### src/rtl/orBusPkg.sv
package orBusPkg;

  localparam int addressDataWidth = 32;
  localparam int burstSizeWidth = 8;
  localparam int byteEnableWidth = 4;
  localparam int resetCycles = 16;
  localparam int resetCountBits = $clog2(resetCycles) + 1;
  localparam int busTimeoutCycles = 64;

  // address map
  localparam logic [addressDataWidth-1:0] ramBaseAddress = 32'h0000_0000;
  localparam int ramWords = 1024;
  localparam int ramAddressBits = $clog2(ramWords);
  localparam int ramWindowLsb = ramAddressBits + 2;

  localparam int dmaScratchWords = 256;
  localparam int scratchIndexBits = $clog2(dmaScratchWords);
  localparam logic [7:0] dmaCustomId = 8'h12;

  // request and grant bit positions
  localparam int masterCount = 2;
  localparam int extMasterIndex = 1;
  localparam int dmaMasterIndex = 0;

  typedef struct packed {
    logic                        beginTransaction;
    logic                        endTransaction;
    logic                        readNotWrite;
    logic                        dataValid;
    logic                        busError;
    logic [byteEnableWidth-1:0]  byteEnables;
    logic [burstSizeWidth-1:0]   burstSize;
    logic [addressDataWidth-1:0] addressData;
  } busSignalsT;

  typedef struct packed {
    logic                        start;
    logic [7:0]                  n;
    logic [addressDataWidth-1:0] dataA;
    logic [addressDataWidth-1:0] dataB;
  } ciRequestT;

  typedef struct packed {
    logic                        done;
    logic [addressDataWidth-1:0] result;
  } ciResponseT;

  typedef enum logic [1:0] {arbIdle, arbGranted, arbTransaction} arbStateT;

  typedef enum logic [2:0] {
    dmaIdle, dmaRequest, dmaBegin, dmaReadBeats, dmaWriteBeats, dmaFinish
  } dmaStateT;

  typedef enum logic [1:0] {ramIdle, ramReadLatency, ramReading, ramWriting} ramStateT;

  // opcode sits in dataA[12:10]
  typedef enum logic [2:0] {
    opWriteScratch, opReadScratch, opSetBusAddress, opSetBlockSize,
    opStartRead, opStartWrite, opStatus
  } dmaOpcodeT;

endpackage

### src/rtl/resetSequencer.sv
module resetSequencer (
  input  logic s_systemClock,
  input  logic s_pllLocked,
  output logic systemReset
);

  logic [orBusPkg::resetCountBits-1:0] resetCount;

  // counts up once after lock and parks on the top bit
  always_ff @(posedge s_systemClock or negedge s_pllLocked) begin
    if (!s_pllLocked) begin
      resetCount <= '0;
    end else if (!resetCount[orBusPkg::resetCountBits-1]) begin
      resetCount <= resetCount + 1'b1;
    end
  end

  assign systemReset = ~resetCount[orBusPkg::resetCountBits-1];

endmodule

### config.mk
export PLATFORM = sky130hd
export DESIGN_NAME = resetSequencer
export DESIGN_NICKNAME = d
export VERILOG_FILES = /design/src/rtl/orBusPkg.sv /design/src/rtl/resetSequencer.sv
export SDC_FILE = /design/constraint.sdc
export NUM_CORES = 1
export LEC_CHECK = 0
export BUFFER_PORTS_ARGS = -buffer_cell sky130_fd_sc_hd__buf_2
export CORE_AREA = 2 2 39 41
export CTS_CLUSTER_DIAMETER = 50
export CTS_CLUSTER_SIZE = 10
export DETAILED_ROUTE_END_ITERATION = 7
export DIE_AREA = 0 0 41 43
export SYNTH_ARGS = -nofsm -noshare
export SYNTH_HDL_FRONTEND = slang
export SYNTH_SLANG_ARGS = --single-unit
### constraint.sdc
create_clock -name s_systemClock -period 1.3 [get_ports s_systemClock]
set_input_delay 0.13 -clock s_systemClock [delete_from_list [all_inputs] [get_ports s_systemClock]]
set_output_delay 0.13 -clock s_systemClock [all_outputs]
set_load 0.01 [all_outputs]
==> results of run 1 <==
## per-stage QoR
step	instances	setup WS (ns)	total power [mW]	hold slack, ns	utilization
after global placement	33	0.2223	0.1623	-0.05615	0.1790
after CTS	38	0.1808	0.3506	0.2404	0.2052
after detailed placement	33	0.1874	0.1624	-0.05394	0.1790
after global routing	38	0.1594	0.3618	0.2564	0.2052
after floorplan	15	0.2333	0.1585	-0.1656	-
final	38	0.1880	0.3402	0.2402	0.2052
## worst max-delay path by stage
stage                     slack [ns]     startpoint            end  depth (start not counted)
after floorplan                 0.23  resetCount[0]  resetCount[1]                          2
final                           0.19  resetCount[0]  resetCount[1]                          2
after detailed placement        0.19  resetCount[0]  resetCount[1]                          2
after global placement          0.22  resetCount[0]  resetCount[1]                          2
after global routing            0.16  resetCount[0]  resetCount[1]                          2
after CTS                       0.18  resetCount[0]  resetCount[1]                          2
## power breakdown
group / switching [mW] / leakage [nW] / internal [mW] / total (mW)
Sequential: 0 / 0.0647 / 0.156 / 0.156
Combinational: 0.00307 / 0.0811 / 0.00307 / 0.00613
Clock: 0.0619 / 0.0150 / 0.116 / 0.178
## cells in the mapped netlist
cell type	instances	area, µm²
ha_1	1	12.51
inv_1	1	3.750
xnor2_1	3	26.28
mux2_2	1	11.26
dfrtp_1	5	125.1
nand4b_4	1	23.77
nand3_1	1	5.000
nand2_1	1	3.750
nand2b_1	1	6.260
## layer usage
metal,vias to the layer above,track usage
li1,63,-
met1,67,0.05960
met2,7,0.07188
met3,0,0.04712
met4,0,0.06000
met5,-,0
## layout make-up
| class | instances | area [µm²] |
|---|---|---|
| sequential | 5 | 125.1 |
| tap | 16 | 20.02 |
| fill | 146 | 1100 |
| clock buffer | 4 | 26.28 |
| timing repair buffer | 3 | 20.02 |
| multi-input combinational | 9 | 88.84 |
| inverter | 1 | 3.754 |
## critical path, cell delays in order, from the launching register on
cell and delay, ns:
dfrtp_1 0.43, ha_1 0.31, mux2_2 0.25
## cell families (layout without fill, tap and decap cells)
logic type,Yosys count,in the layout,synth area share
simple gates,4,4,0.1781
buf+inv,1,8,0.01722
mux,1,1,0.05172
xor+xnor,3,3,0.1207
flops,5,5,0.5747
fa+ha+maj,1,1,0.05746
## timing repair
| action | in CTS | in global routing |
|---|---|---|
| hold buffers | 1 | 0 |
| hold endpoints to repair | 5 | 0 |
| buffers inserted | 0 | 0 |
==> impl_metrics.env, run 1 <==
export IMPL_outcome="complete, no violations"
export IMPL_path_max_fanout=3
export IMPL_die_x_um=41
export IMPL_h_tree_depth=1
export IMPL_ys_seq_area_frac=0.5747
export IMPL_grt_pass1_wl_um=600
export IMPL_final_cell_mix="dfrtp_1, xnor2_1, clkbuf_4"
export IMPL_grt_pass1_vias=151
export IMPL_finalSetupViolCount=0
export IMPL_slew_headroom=0.8743
export IMPL_top_regs="resetCount x5"
export IMPL_area_delta_synth_final_pct=30.46
export IMPL_worstSetupStartpointType="register"
export IMPL_met2_wirelength_um=169
export IMPL_layout_drive_gt1_share=0.3182
export IMPL_ios=3
export IMPL_final_common_cell="dfrtp_1"
export IMPL_regToRegSetupSlack_ns=0.19
export IMPL_root_buffer="clkbuf_4"
export IMPL_num_vias=137
export IMPL_clock_latency_ns=0.24
export IMPL_synth_seq_cells=5
export IMPL_netlist_area_um2=217.7
export IMPL_rr_startpoint="resetCount[0]"
export IMPL_p_leak_nw=0.1607
export IMPL_rsz0062_at_grt="false"
export IMPL_hold_viol=0
export IMPL_cap_violations=0
export IMPL_drc_errors=0
export IMPL_clock_skew_final_ns=0.003585
export IMPL_largest_reg_flops=5
export IMPL_peakVddDrop_v=0.0004461
export IMPL_cts_tree="done"
export IMPL_finalCriticalPeriod_ns=1.112
export IMPL_fmax_ghz=0.8993
export IMPL_required_ns=1.42
export IMPL_num_rows=14
export IMPL_hold_class="in2async"
export IMPL_highest_layer="met3"
export IMPL_cts_made_buffers=3
export IMPL_synth_cells=15
export IMPL_clockBufferDepth=2
export IMPL_cts_resized=0
export IMPL_p_per_area_mw_per_mm2=1198
export IMPL_period_share=0.8554
export IMPL_finalSetupTns_ns=0
export IMPL_grt_max_degree=6
export IMPL_wl_met3_um=30
export IMPL_start_util=0.1573
export IMPL_cp_data_arrival_time_ns=1.23
export IMPL_grtUsageTotal=0.05978
export IMPL_core_mm2=0.001384
export IMPL_worstSetupEndpointType="register"
export IMPL_cts_clk_slew_worst_paths_ns=0.04
export IMPL_antenna_left=0
export IMPL_yosys_warnings=0
export IMPL_drt_iter0_markers=2
export IMPL_criticalPathCategory="reg2reg"
export IMPL_top_register="resetCount"
export IMPL_cts_sinks=5
export IMPL_m1WireLength_um=133
export IMPL_worst_pin_slew_ns=0.1886
export IMPL_drv_slew=0
export IMPL_fp_dieArea_mm2=0.001763
export IMPL_viasPerCell=3.605
export IMPL_r2r_cells=2
export IMPL_wire_per_inst_um=8.763
export IMPL_r2r_end="resetCount[1]"
export IMPL_fin_area_um2=284.0
export IMPL_finalWirelength_um=333
export IMPL_synth_cell_types=9
export IMPL_syn_num_nets=18
export IMPL_syn_avg_cell_area_um2=14.51
export IMPL_die_y_um=43
export IMPL_insertedDiodeCount=0
export IMPL_antenna_found_initial=0
export IMPL_place_area_um2=247.7
export IMPL_io_buffers=2
export IMPL_gr_total_overflow=0
export IMPL_final_nets=26
export IMPL_gp_congestion=0.5061
export IMPL_first_pass_iters=3
No activity file was read; power rests on OpenSTA's default activity.
==> run 2: changes to the inputs <==
- CTS_CLUSTER_DIAMETER: 50 -> 100
- GPL_TIMING_DRIVEN: default -> 0
==> run 2 against run 1 <==
Utilization stayed put. Largest power group unchanged. Hold slack hardly changed. Sequential power hardly changed. Fmax hardly changed. Global-route usage hardly changed. Sequential share of layout area stayed put.
==> impl_metrics.env, run 2 (same netlist as run 1, synthesis figures left out) <==
export IMPL_slew_headroom=0.8743
export IMPL_die_y_um=43
export IMPL_final_common_cell="dfrtp_1"
export IMPL_num_rows=14
export IMPL_power_frac_comb=0.018
export IMPL_antenna_found_initial=0
export IMPL_largest_reg_flops=5
export IMPL_clockBufferDepth=2
export IMPL_worstSetupStartpointType="register"
export IMPL_drt_iter0_markers=2
export IMPL_finalSetupTns_ns=0
export IMPL_gr_total_overflow=0
export IMPL_internal_power_mw=0.2752
export IMPL_cts_clk_slew_worst_paths_ns=0.04
export IMPL_instances_no_fill=38
export IMPL_p_leak_nw=0.1607
export IMPL_slowest_stage="dfrtp_1"
export IMPL_drc_errors=0
export IMPL_cp_data_arrival_time_ns=1.23
export IMPL_worstSetupEndpointType="register"
export IMPL_final_nets=26
export IMPL_path_max_fanout=3
export IMPL_fin_area_um2=284.0
export IMPL_ios=3
export IMPL_place_area_um2=247.7
export IMPL_gp_congestion=0.5099
export IMPL_p_per_area_mw_per_mm2=1197
export IMPL_peakVddDrop_v=0.0004457
export IMPL_hold_class="in2async"
export IMPL_h_tree_depth=1
export IMPL_outcome="complete, no violations"
export IMPL_top_register="resetCount"
export IMPL_switchingPower_mw=0.06474
export IMPL_final_cell_mix="dfrtp_1, xnor2_1, clkbuf_4"
export IMPL_hold_viol=0
export IMPL_p_clk_frac=0.522
export IMPL_antenna_left=0
export IMPL_io_buffers=2
export IMPL_postLayoutCoreUtil=0.2052
export IMPL_cts_resized=0
export IMPL_grt_pass1_vias=151
export IMPL_wire_per_inst_um=8.763
export IMPL_rsz0062_at_grt="false"
export IMPL_required_ns=1.42
export IMPL_finalCriticalPeriod_ns=1.113
export IMPL_grt_max_degree=6
export IMPL_criticalPathCategory="reg2reg"
export IMPL_cts_tree="done"
export IMPL_die_x_um=41
export IMPL_grtUsageTotal=0.05972
export IMPL_first_pass_iters=3
export IMPL_cts_sinks=5
export IMPL_clock_skew_final_ns=0.003701
export IMPL_register_area_um2=125.1
export IMPL_crit_chain="ha_1, mux2_2"
export IMPL_power_frac_seq=0.460
export IMPL_root_buffer="clkbuf_4"
export IMPL_insertedDiodeCount=0
export IMPL_viasPerCell=3.605
export IMPL_slowest_delay_ns=0.43
export IMPL_worst_pin_slew_ns=0.1886
export IMPL_fmax_ghz=0.8988
export IMPL_start_util=0.1573
export IMPL_fillers=149
export IMPL_regToRegSetupSlack_ns=0.19
export IMPL_clock_latency_ns=0.24
export IMPL_layout_drive_gt1_share=0.3182
export IMPL_swShare=0.1904
export IMPL_finalWirelength_um=333
export IMPL_num_vias=137
export IMPL_drv_slew=0
export IMPL_period_share=0.8558
export IMPL_fp_dieArea_mm2=0.001763
export IMPL_cts_made_buffers=3
export IMPL_cpLargestDelayFamily="flip-flops"
export IMPL_top_regs="resetCount x5"
export IMPL_worst_path_buf_inv=0
export IMPL_cap_violations=0
export IMPL_grt_pass1_wl_um=600
export IMPL_area_delta_synth_final_pct=30.46
export IMPL_core_mm2=0.001384
export IMPL_finalSetupViolCount=0
export IMPL_dp_cells=33
export IMPL_multiInputGateArea_um2=88.84
## run 2: cell counts in the layout (fill, tap and decap cells not counted)
No cell type changed its count.
## run 2: metal layers
layer | track usage | part of all wire | vias to the layer above
li1 | - | - | 63
met1 | 0.05941 | 0.40 | 67
met2 | 0.07188 | 0.51 | 7
met3 | 0.04712 | 0.090 | 0
met4 | 0.06000 | 0 | 0
met5 | 0 | 0 | -
## run 2: timing repair
| action | CTS | global route |
|---|---|---|
| setup buffers | 0 | 0 |
| hold buffers | 1 | 0 |
| endpoints found under the setup margin | 0 | 0 |
| endpoints found under the hold margin | 5 | 0 |
## run 2: area by class of cell
| class | instances | area share |
|---|---|---|
| Multi-Input combinational cell | 9 | 0.3128 |
| Clock buffer | 4 | 0.09251 |
| Tap cell | 16 | 0.07048 |
| Timing Repair Buffer | 3 | 0.07048 |
| Inverter | 1 | 0.01322 |
| Sequential cell | 5 | 0.4405 |
## run 2: worst reg2reg max path, cell delays in order (launching register included)
cell     delay (ns)
dfrtp_1        0.43
ha_1           0.31
mux2_2         0.25
## run 2: final timing paths
check                                from            end  depth (start not counted)
setup reg to reg            resetCount[0]  resetCount[1]                          2
hold reg to reg             resetCount[3]  resetCount[3]                          1
hold / removal                s_pllLocked  resetCount[2]                          2
setup / recovery            resetCount[0]  resetCount[1]                          2
max in group asynchronous     s_pllLocked  resetCount[1]                          2
min in group s_systemClock  resetCount[3]  resetCount[3]                          1
## run 2: per-stage QoR
step | power [mW] | setup slack (ns) | hold WS (ns)
5_1_grt | 0.3616 | 0.1588 | 0.2563
6_report | 0.3400 | 0.1874 | 0.2404
4_1_cts | 0.3504 | 0.1803 | 0.2406
3_5_place_dp | 0.1624 | 0.1868 | -0.05378
3_3_place_gp | 0.1623 | 0.2222 | -0.05613
2_1_floorplan | 0.1585 | 0.2333 | -0.1656
## run 2: power by group through the flow
stage	clock network [mW]	logic (mW)	registers, mW
floorplan	0	0.0000000674	0.159
global route	0.198	0.00717	0.156
finish	0.178	0.00614	0.156
CTS	0.188	0.00646	0.156
detailed placement	0	0.00396	0.158
global placement	0	0.00381	0.158
