[src/rtl/orBusPkg.sv]
package orBusPkg;

  localparam int addressDataWidth = 32;
  localparam int burstSizeWidth = 8;
  localparam int byteEnableWidth = 4;
  localparam int resetCycles = 16;
  localparam int resetCountBits = $clog2(resetCycles) + 1;
  localparam int busTimeoutCycles = 64;

  // address map
  localparam logic [addressDataWidth-1:0] ramBaseAddress = 32'h0000_0000;
  localparam int ramWords = 1024;
  localparam int ramAddressBits = $clog2(ramWords);
  localparam int ramWindowLsb = ramAddressBits + 2;

  localparam int dmaScratchWords = 256;
  localparam int scratchIndexBits = $clog2(dmaScratchWords);
  localparam logic [7:0] dmaCustomId = 8'h12;

  // request and grant bit positions
  localparam int masterCount = 2;
  localparam int extMasterIndex = 1;
  localparam int dmaMasterIndex = 0;

  typedef struct packed {
    logic                        beginTransaction;
    logic                        endTransaction;
    logic                        readNotWrite;
    logic                        dataValid;
    logic                        busError;
    logic [byteEnableWidth-1:0]  byteEnables;
    logic [burstSizeWidth-1:0]   burstSize;
    logic [addressDataWidth-1:0] addressData;
  } busSignalsT;

  typedef struct packed {
    logic                        start;
    logic [7:0]                  n;
    logic [addressDataWidth-1:0] dataA;
    logic [addressDataWidth-1:0] dataB;
  } ciRequestT;

  typedef struct packed {
    logic                        done;
    logic [addressDataWidth-1:0] result;
  } ciResponseT;

  typedef enum logic [1:0] {arbIdle, arbGranted, arbTransaction} arbStateT;

  typedef enum logic [2:0] {
    dmaIdle, dmaRequest, dmaBegin, dmaReadBeats, dmaWriteBeats, dmaFinish
  } dmaStateT;

  typedef enum logic [1:0] {ramIdle, ramReadLatency, ramReading, ramWriting} ramStateT;

  // opcode sits in dataA[12:10]
  typedef enum logic [2:0] {
    opWriteScratch, opReadScratch, opSetBusAddress, opSetBlockSize,
    opStartRead, opStartWrite, opStatus
  } dmaOpcodeT;

endpackage

[src/rtl/busArbiter.sv]
module busArbiter (
  input  logic                             s_systemClock,
  input  logic                             s_pllLocked,
  input  logic                             systemReset,
  input  logic [orBusPkg::masterCount-1:0] busRequests,
  output logic [orBusPkg::masterCount-1:0] busGrants,
  input  orBusPkg::busSignalsT             busIn,
  output orBusPkg::busSignalsT             arbiterBus
);

  orBusPkg::arbStateT                            state;
  logic [orBusPkg::masterCount-1:0]              grantPick;
  logic [$clog2(orBusPkg::busTimeoutCycles)-1:0] silentCount;
  logic                                          timeoutError;

  // highest index wins
  always_comb begin
    grantPick = '0;
    for (int i = 0; i < orBusPkg::masterCount; i++) begin
      if (busRequests[i]) begin
        grantPick = '0;
        grantPick[i] = 1'b1;
      end
    end
  end

  always_ff @(posedge s_systemClock or negedge s_pllLocked) begin
    if (!s_pllLocked) begin
      state        <= orBusPkg::arbIdle;
      busGrants    <= '0;
      silentCount  <= '0;
      timeoutError <= 1'b0;
    end else if (systemReset) begin
      state        <= orBusPkg::arbIdle;
      busGrants    <= '0;
      silentCount  <= '0;
      timeoutError <= 1'b0;
    end else begin
      busGrants    <= '0;
      timeoutError <= 1'b0;
      case (state)
        orBusPkg::arbIdle: begin
          silentCount <= '0;
          if (|busRequests) begin
            busGrants <= grantPick;
            state     <= orBusPkg::arbGranted;
          end
        end
        // the granted master puts out begin in the next cycle
        orBusPkg::arbGranted: state <= orBusPkg::arbTransaction;
        orBusPkg::arbTransaction: begin
          if (busIn.endTransaction || busIn.busError) begin
            state       <= orBusPkg::arbIdle;
            silentCount <= '0;
          end else if (busIn.dataValid) begin
            silentCount <= '0;
          end else begin
            silentCount  <= silentCount + 1'b1;
            timeoutError <= (silentCount == orBusPkg::busTimeoutCycles - 1);
          end
        end
        default: state <= orBusPkg::arbIdle;
      endcase
    end
  end

  // a timeout closes the transaction as well
  always_comb begin
    arbiterBus = '0;
    arbiterBus.busError = timeoutError;
    arbiterBus.endTransaction = timeoutError;
  end

endmodule

[config.mk]
export PLATFORM = sky130hd
export DESIGN_NAME = busArbiter
export DESIGN_NICKNAME = d
export VERILOG_FILES = /design/src/rtl/orBusPkg.sv /design/src/rtl/busArbiter.sv
export SDC_FILE = /design/constraint.sdc
export NUM_CORES = 1
export LEC_CHECK = 0
export BUFFER_PORTS_ARGS = -buffer_cell sky130_fd_sc_hd__buf_2
export CAP_MARGIN = 20
export CORE_ASPECT_RATIO = 0.8
export CORE_MARGIN = 4
export CORE_UTILIZATION = 33
export CTS_CLUSTER_SIZE = 10
export DETAILED_ROUTE_END_ITERATION = 10
export PLACE_DENSITY = 0.81
export SYNTH_ARGS = -nofsm -noshare
export SYNTH_HDL_FRONTEND = slang
export SYNTH_SLANG_ARGS = --single-unit
[constraint.sdc]
create_clock -name s_systemClock -period 1.9 [get_ports s_systemClock]
set_input_delay 0.19 -clock s_systemClock [delete_from_list [all_inputs] [get_ports s_systemClock]]
set_output_delay 0.19 -clock s_systemClock [all_outputs]
set_load 0.03 [all_outputs]
==> results of run 1 <==
[registers in the layout (all words and copies together) (netlist names)]
| name | flops |
|---|---|
| timeoutError | 1 |
| state | 2 |
| busGrants | 2 |
| silentCount | 6 |
[cell type report]
class | instances | area (um2) | share of cell area
Timing Repair Buffer | 13 | 72.57 | 0.08841
Sequential cell | 11 | 275.3 | 0.3354
Inverter | 1 | 3.754 | 0.004573
Clock buffer | 3 | 22.52 | 0.02744
Tap cell | 36 | 45.04 | 0.05488
Clock inverter | 1 | 5.005 | 0.006098
Multi-Input combinational cell | 82 | 396.6 | 0.4832
[timing repair]
action | CTS | global route
hold endpoints to repair | 11 | 0
endpoints found under the setup margin | 0 | 0
hold buffers | 1 | 0
[logic make-up after synthesis]
family	after synthesis	share of synthesized area
buffers and inverters	51	0.4300
AND/OR/NAND/NOR	22	0.1571
AO/OA/AOI/OAI	12	0.07999
flip-flops	11	0.3143
adder cells (fa/ha/maj)	1	0.01428
other	1	0.004282
[final timing paths]
kind / start / to / slack, ns / depth (start not counted)
setup / recovery: state[0] / silentCount[2] / 0.11 / 4
max in group asynchronous: s_pllLocked / silentCount[3] / 1.38 / 2
hold reg to reg: silentCount[1] / silentCount[1] / 0.52 / 2
hold / removal: systemReset / state[1] / 0.11 / 2
setup reg to reg: state[0] / silentCount[2] / 0.11 / 4
min in group asynchronous: s_pllLocked / silentCount[5] / 0.32 / 2
[worst max-delay path: cells and delay by family, from the launching register on]
| kind | cells | cell delay, ns |
|---|---|---|
| and+or+nand+nor | 3 | 1.24 |
| AOI/OAI and AO/OA | 1 | 0.11 |
| DFF | 1 | 0.38 |
[where the power goes]
group          internal [mW]  switching, mW
clock                 0.0781         0.0832
combinational         0.0175          0.145
sequential             0.240        0.00273
total                  0.335          0.231
[metal layers]
| layer | global-route usage | wire length [um] | vias to the layer above |
|---|---|---|---|
| met4 | 0.03103 | 13 | 0 |
| met1 | 0.08271 | 517 | 210 |
| met2 | 0.07731 | 529 | 34 |
| li1 | - | - | 250 |
| met3 | 0.03758 | 160 | 2 |
| met5 | 0 | 0 | - |
[through the flow]
step / hold slack, ns / total power, mW
finish: 0.1122 / 0.5660
global route: 0.1217 / 0.5987
CTS: 0.1051 / 0.5738
detailed placement: 0.07761 / 0.4057
global placement: 0.07337 / 0.4050
floorplan: -0.1056 / 0.4597
[placed cells by master (no fill, tap or decap)]
| cell | instances |
|---|---|
| sky130_fd_sc_hd__nor3_1 | 3 |
| sky130_fd_sc_hd__a21oi_1 | 3 |
| sky130_fd_sc_hd__nand2b_1 | 1 |
| sky130_fd_sc_hd__dlygate4sd3_1 | 1 |
| sky130_fd_sc_hd__buf_2 | 11 |
| sky130_fd_sc_hd__clkbuf_4 | 3 |
| sky130_fd_sc_hd__ha_1 | 1 |
| sky130_fd_sc_hd__or2b_1 | 1 |
| sky130_fd_sc_hd__nand2_1 | 5 |
| sky130_fd_sc_hd__or3_1 | 2 |
| sky130_fd_sc_hd__nor2_1 | 1 |
| sky130_fd_sc_hd__nand3_1 | 3 |
| sky130_fd_sc_hd__o21ai_0 | 5 |
| sky130_fd_sc_hd__and2_1 | 1 |
| sky130_fd_sc_hd__or4b_1 | 1 |
| sky130_fd_sc_hd__and3b_1 | 1 |
| sky130_fd_sc_hd__inv_1 | 1 |
| sky130_fd_sc_hd__a21o_1 | 3 |
| sky130_fd_sc_hd__buf_4 | 1 |
| sky130_fd_sc_hd__nor4_2 | 1 |
| sky130_fd_sc_hd__nor4b_2 | 1 |
| sky130_fd_sc_hd__conb_1 | 47 |
| sky130_fd_sc_hd__clkinv_2 | 1 |
| sky130_fd_sc_hd__dfrtp_1 | 11 |
| sky130_fd_sc_hd__nor2b_1 | 1 |
| sky130_fd_sc_hd__o21a_1 | 1 |
==> impl_metrics.sql, run 1 <==
INSERT INTO impl_metrics (metric_group, metric, value, unit) VALUES
('outcome', 'outcome', 'complete, no violations', ''),
('final_layout', 'antenna_cells_inserted', '0', ''),
('worst_setup_path', 'worst-endpoint-required', '2.12', 'ns'),
('worst_setup_path', 'cp_slowest_cell', 'sky130_fd_sc_hd__or4b_1', ''),
('power', 'cellLeakagePower', '0.4642', 'nW'),
('detailed_routing', 'drc', '0', ''),
('worst_setup_path', 'crit_chain', 'or4b_1 -> or3_1 -> nor4b_2 -> a21o_1', ''),
('worst_setup_path', 'critPathMaxFanout', '9', ''),
('placed_design', 'preCtsSetupSlack', '0.1279', 'ns'),
('sta', 'clock-skew-final', '0.006670', 'ns'),
('placed_design', 'portBuffers', '11', ''),
('worst_setup_path', 'cp-end-kind', 'register', ''),
('worst_setup_path', 'critical_path.max_stage_delay', '0.48', 'ns'),
('final_layout', 'fillers', '277', ''),
('detailed_routing', 'via_per_inst', '3.374', ''),
('clock_tree', 'depth_of_the_cts_h_tree', '1', ''),
('final_layout', 'final_standard_cell_utilization_of_the_core', '0.3306', ''),
('placed_design', 'placement.cell_area', '783.3', 'um2'),
('clock_tree', 'cts_tree', 'yes', ''),
('synth', 'synth.top_cells.by_area', 'sky130_fd_sc_hd__buf_4 (42%), sky130_fd_sc_hd__dfrtp_1 (31%), sky130_fd_sc_hd__o21ai_0 (2.9%)', ''),
('global_route', 'grt_first_pass_wirelength', '1593', 'um'),
('detailed_routing', 'detail_route.wl_per_cell', '8.306', 'um'),
('final_layout', 'final-instance-count-excl-fill', '147', ''),
('synth', 'yosysWarnings', '0', ''),
('detailed_routing', 'via_count', '496', ''),
('clock_tree', 'cts_post_setup_buffers_inserted', '0', ''),
('floorplan', 'placementRows', '16', ''),
('clock_tree', 'tritoncts_num_sinks', '11', ''),
('synth', 'synth.top_cells.by_count', 'sky130_fd_sc_hd__buf_4 (49), sky130_fd_sc_hd__dfrtp_1 (11), sky130_fd_sc_hd__nand2_1 (5), sky130_fd_sc_hd__o21ai_0 (5)', ''),
('global_route', 'number_of_antenna_violations_at_the_first_check_in_global_routing', '0', ''),
('global_route', 'grt_max_degree', '12', ''),
('clock_tree', 'cts_made_buffers', '3', ''),
('power', 'power-per-cell-area', '689.5', 'mW/mm2'),
('synth', 'synthesis.area_per_instance', '8.937', 'um2'),
('synth', 'post_synth_instance_area', '875.8', 'um2'),
('synth', 'synthCells', '98', ''),
('synth', 'synth_largest_area_cell', 'sky130_fd_sc_hd__buf_4', ''),
('detailed_routing', 'postRouteAntennaNets', '0', ''),
('clock_tree', 'worstSkewPairLatency', '0.28', 'ns'),
('clock_tree', 'clock_tree.root_cell', 'sky130_fd_sc_hd__clkbuf_4', ''),
('floorplan', 'design.portCount', '105', ''),
('synth', 'synth.most_common_cell', 'sky130_fd_sc_hd__buf_4', ''),
('sta', 'min_period_over_period', '0.9417', ''),
('synth', 'synth_ff_type', 'sky130_fd_sc_hd__dfrtp_1', ''),
('run', 'max_cap_violations', '0', ''),
('sta', 'fin_tns_setup', '0', 'ns'),
('clock_tree', 'cts-resized-gates', '0', ''),
('placed_design', 'place.gp.congestion', '0.7540', ''),
('clock_tree', 'clk_pin_slew_worst_paths', '0.07', 'ns'),
('clock_tree', 'clk_path_buf_depth', '2', ''),
('sta', 'postLayoutSetupSlackWorst', '0.1107', 'ns'),
('final_layout', 'layout-area-overhead-vs-synth', '-6.286', '%'),
('worst_setup_path', 'worst-endpoint-arrival', '2.01', 'ns'),
('synth', 'yosysSeqAreaShare', '0.3143', ''),
('floorplan', 'chipHeight', '54.08', 'um'),
('detailed_routing', 'first_pass_iters', '4', ''),
('global_route', 'first_global_vias', '350', ''),
('sta', 'finalWorstPathRequiredPeriod', '1.789', 'ns'),
('final_layout', 'design_area', '820.8', 'um2'),
('sta', 'achievable-frequency', '558.9', 'MHz'),
('worst_hold_path', 'timing.hold.worst.class', 'in2reg', ''),
('synth', 'postSynth.asyncResetShare', '1.000', ''),
('worst_setup_path', 'crit_path_start_kind', 'register', ''),
('synth', 'synthesis_stage_register_bit_count', '11', ''),
('synth', 'synth_edf_count', '0', ''),
('sta', 'hold_viol', '0', ''),
('worst_setup_path', 'crit_path_category', 'reg2reg', ''),
('sta', 'grt_setup_unrepaired', 'no', ''),
('detailed_routing', 'drt_iter0_drc', '7', ''),
('sta', 'timing_max_transition_violations_final', '0', ''),
('final_layout', 'final_net_count', '167', '');
(Power assumes the default switching activity.)
==> inputs of run 2 (changes only) <==
--- a/config.mk
+++ b/config.mk
@@ -9,10 +9,11 @@
 export CAP_MARGIN = 20
 export CORE_ASPECT_RATIO = 0.8
 export CORE_MARGIN = 4
-export CORE_UTILIZATION = 33
+export CORE_UTILIZATION = 36
+export CTS_BUF_LIST = sky130_fd_sc_hd__clkbuf_8
 export CTS_CLUSTER_SIZE = 10
 export DETAILED_ROUTE_END_ITERATION = 10
-export PLACE_DENSITY = 0.81
+export PLACE_DENSITY = 0.87
 export SYNTH_ARGS = -nofsm -noshare
 export SYNTH_HDL_FRONTEND = slang
 export SYNTH_SLANG_ARGS = --single-unit
==> constraint.sdc (replaced) <==
create_clock -name s_systemClock -period 2.3 [get_ports s_systemClock]
set_input_delay 0.23 -clock s_systemClock [delete_from_list [all_inputs] [get_ports s_systemClock]]
set_output_delay 0.23 -clock s_systemClock [all_outputs]
set_load 0.03 [all_outputs]
==> impl_metrics.sql, run 2 (synthesis gave the netlist of run 1 again) <==
INSERT INTO impl_metrics (metric_group, metric, value, unit) VALUES
('outcome', 'outcome', 'complete, no violations', ''),
('worst_setup_path', 'crit_path_category', 'reg2reg', ''),
('sta', 'tightest_slew', '0.5020', 'ns'),
('global_route', 'grt_overflow', '0', ''),
('clock_tree', 'cts_made_buffers', '3', ''),
('final_layout', 'layout_common_cells', 'sky130_fd_sc_hd__conb_1 (47), sky130_fd_sc_hd__dfrtp_1 (11), sky130_fd_sc_hd__buf_2 (11), sky130_fd_sc_hd__nand2_1 (5), sky130_fd_sc_hd__o21ai_0 (5)', ''),
('worst_setup_path', 'worst_r2r_path_depth', '4', ''),
('power', 'vdd_ir_drop_max', '0.0003242', 'V'),
('global_route', 'number_of_antenna_violations_at_the_first_check_in_global_routing', '0', ''),
('final_layout', 'largest_reg_flops', '6', ''),
('placed_design', 'preCtsSetupSlack', '0.4713', 'ns'),
('detailed_routing', 'via_count', '520', ''),
('final_layout', 'multi_input_area', '396.6', 'um2'),
('placed_design', 'portBuffers', '11', ''),
('worst_setup_path', 'worstReg2RegEnd', 'silentCount[2]', ''),
('worst_setup_path', 'cp-end-kind', 'register', ''),
('sta', 'relSlewSlack', '0.6646', ''),
('worst_setup_path', 'worst-endpoint-required', '2.48', 'ns'),
('floorplan', 'die_footprint', '0.003291', 'mm2'),
('final_layout', 'regArea', '275.3', 'um2'),
('detailed_routing', 'drt_iter0_drc', '8', ''),
('detailed_routing', 'first_pass_iters', '4', ''),
('floorplan', 'design.portCount', '105', ''),
('sta', 'finalWorstPathRequiredPeriod', '1.850', 'ns'),
('final_layout', 'largestRegisters', 'silentCount x6, busGrants x2, state x2', ''),
('sta', 'timing_max_transition_violations_final', '0', ''),
('final_layout', 'largest-register', 'silentCount', ''),
('final_layout', 'layout-area-overhead-vs-synth', '-6.714', '%'),
('worst_setup_path', 'worst-endpoint-arrival', '2.03', 'ns'),
('placed_design', 'hpwl', '998.1', 'um'),
('sta', 'achievable-frequency', '540.4', 'MHz'),
('floorplan', 'floorplan.core_area', '0.002233', 'mm2'),
('final_layout', 'final_common_cell', 'sky130_fd_sc_hd__conb_1', ''),
('detailed_routing', 'drt-total-wl', '1256', 'um'),
('sta', 'min_period_over_period', '0.8045', ''),
('clock_tree', 'cts_post_setup_buffers_inserted', '0', ''),
('sta', 'fin_tns_setup', '0', 'ns'),
('final_layout', 'fillers', '236', ''),
('global_route', 'grt_first_pass_wirelength', '1718', 'um'),
('clock_tree', 'clk_path_buf_depth', '2', ''),
('clock_tree', 'cts-resized-gates', '0', ''),
('worst_setup_path', 'critical_path.reg2reg.startpoint', 'state[0]', ''),
('clock_tree', 'cts_tree', 'yes', ''),
('final_layout', 'final_net_count', '166', ''),
('clock_tree', 'worstSkewPairLatency', '0.24', 'ns'),
('sta', 'setup-violations-final', '0', ''),
('floorplan', 'die_width', '63.15', 'um'),
('final_layout', 'layout-drive-gt1-share', '0.1455', ''),
('global_route', 'grtUsageTotal', '0.07072', ''),
('worst_hold_path', 'min_path_cells', '2', ''),
('clock_tree', 'clk_pin_slew_worst_paths', '0.05', 'ns'),
('worst_hold_path', 'whs_endpoint', 'state[1]', ''),
('global_route', 'first_global_vias', '383', ''),
('sta', 'postLayoutSetupSlackWorst', '0.4496', 'ns'),
('power', 'totalPowerFinal', '0.5220', 'mW'),
('worst_hold_path', 'timing.hold.worst.class', 'in2reg', ''),
('detailed_routing', 'via_per_inst', '3.852', ''),
('worst_setup_path', 'crit_path_start_kind', 'register', ''),
('power', 'power-per-cell-area', '639.0', 'mW/mm2'),
('detailed_routing', 'drc', '0', ''),
('run', 'max_cap_violations', '0', ''),
('worst_setup_path', 'critPathMaxFanout', '9', ''),
('clock_tree', 'tritoncts_num_sinks', '11', ''),
('worst_hold_path', 'min-delay-start', 'systemReset', ''),
('sta', 'hold_viol', '0', ''),
('global_route', 'grt_max_degree', '12', ''),
('final_layout', 'final_standard_cell_utilization_of_the_core', '0.3658', ''),
('detailed_routing', 'detail_route.wl_per_cell', '9.304', 'um'),
('final_layout', 'antenna_cells_inserted', '0', ''),
('placed_design', 'place.gp.congestion', '0.8096', ''),
('clock_tree', 'clock_tree.root_cell', 'sky130_fd_sc_hd__clkbuf_8', ''),
('worst_setup_path', 'timing.reg2reg.setup_slack', '0.45', 'ns'),
('sta', 'clock-skew-final', '0.001057', 'ns'),
('clock_tree', 'depth_of_the_cts_h_tree', '1', ''),
('detailed_routing', 'postRouteAntennaNets', '0', ''),
('sta', 'grt_setup_unrepaired', 'no', ''),
('clock_tree', 'post_cts_hold_buffer_count', '1', ''),
('floorplan', 'placementRows', '15', ''),
('floorplan', 'floorplan.initialDensity', '0.3922', ''),
('floorplan', 'chipHeight', '52.12', 'um'),
('power', 'cellLeakagePower', '0.4683', 'nW');
run 2: layer usage:
layer | wire (um) | track usage
met1 | 490 | 0.08311
met2 | 541 | 0.09632
met3 | 212 | 0.04968
met4 | 10 | 0.03297
met5 | 0 | 0
run 2: metrics by stage:
stage          instances  instance area (um2)  hold WS (ns)
3_5_place_dp         130                762.0        0.1160
2_1_floorplan        144                 1049      -0.06559
5_1_grt              135                817.0        0.1960
6_report             135                817.0        0.1972
4_1_cts              135                817.0        0.1878
3_3_place_gp         130                762.0        0.1084
run 2: cell type report:
type / count / share of cell area
Timing Repair Buffer: 12 / 0.07963
Inverter: 1 / 0.004594
Clock buffer: 3 / 0.05054
Multi-Input combinational cell: 82 / 0.4855
Sequential cell: 11 / 0.3369
Clock inverter: 1 / 0.004594
Tap cell: 25 / 0.03828
run 2: power breakdown:
group | leakage, nW | switching (mW) | total [mW] | internal (mW)
Sequential | 0.151 | 0.00297 | 0.202 | 0.199
Clock | 0.0269 | 0.0716 | 0.189 | 0.117
Combinational | 0.290 | 0.119 | 0.132 | 0.0125
Total | 0.468 | 0.194 | 0.522 | 0.328
run 2: worst max-delay path, stage by stage (launching register included):
cell	delay (ns)
sky130_fd_sc_hd__dfrtp_1	0.40
sky130_fd_sc_hd__or4b_1	0.49
sky130_fd_sc_hd__or3_1	0.47
sky130_fd_sc_hd__nor4b_2	0.31
sky130_fd_sc_hd__a21o_1	0.12
run 2: how the worst max path moves through the flow:
stage / to / start / cells after the start / slack [ns]
final: silentCount[2] / state[0] / 4 / 0.45
after global routing: silentCount[2] / state[0] / 4 / 0.32
after CTS: silentCount[2] / state[0] / 4 / 0.46
after detailed placement: silentCount[2] / state[0] / 4 / 0.47
after global placement: silentCount[5] / state[0] / 4 / 0.50
after floorplan: silentCount[2] / state[0] / 5 / 0.59
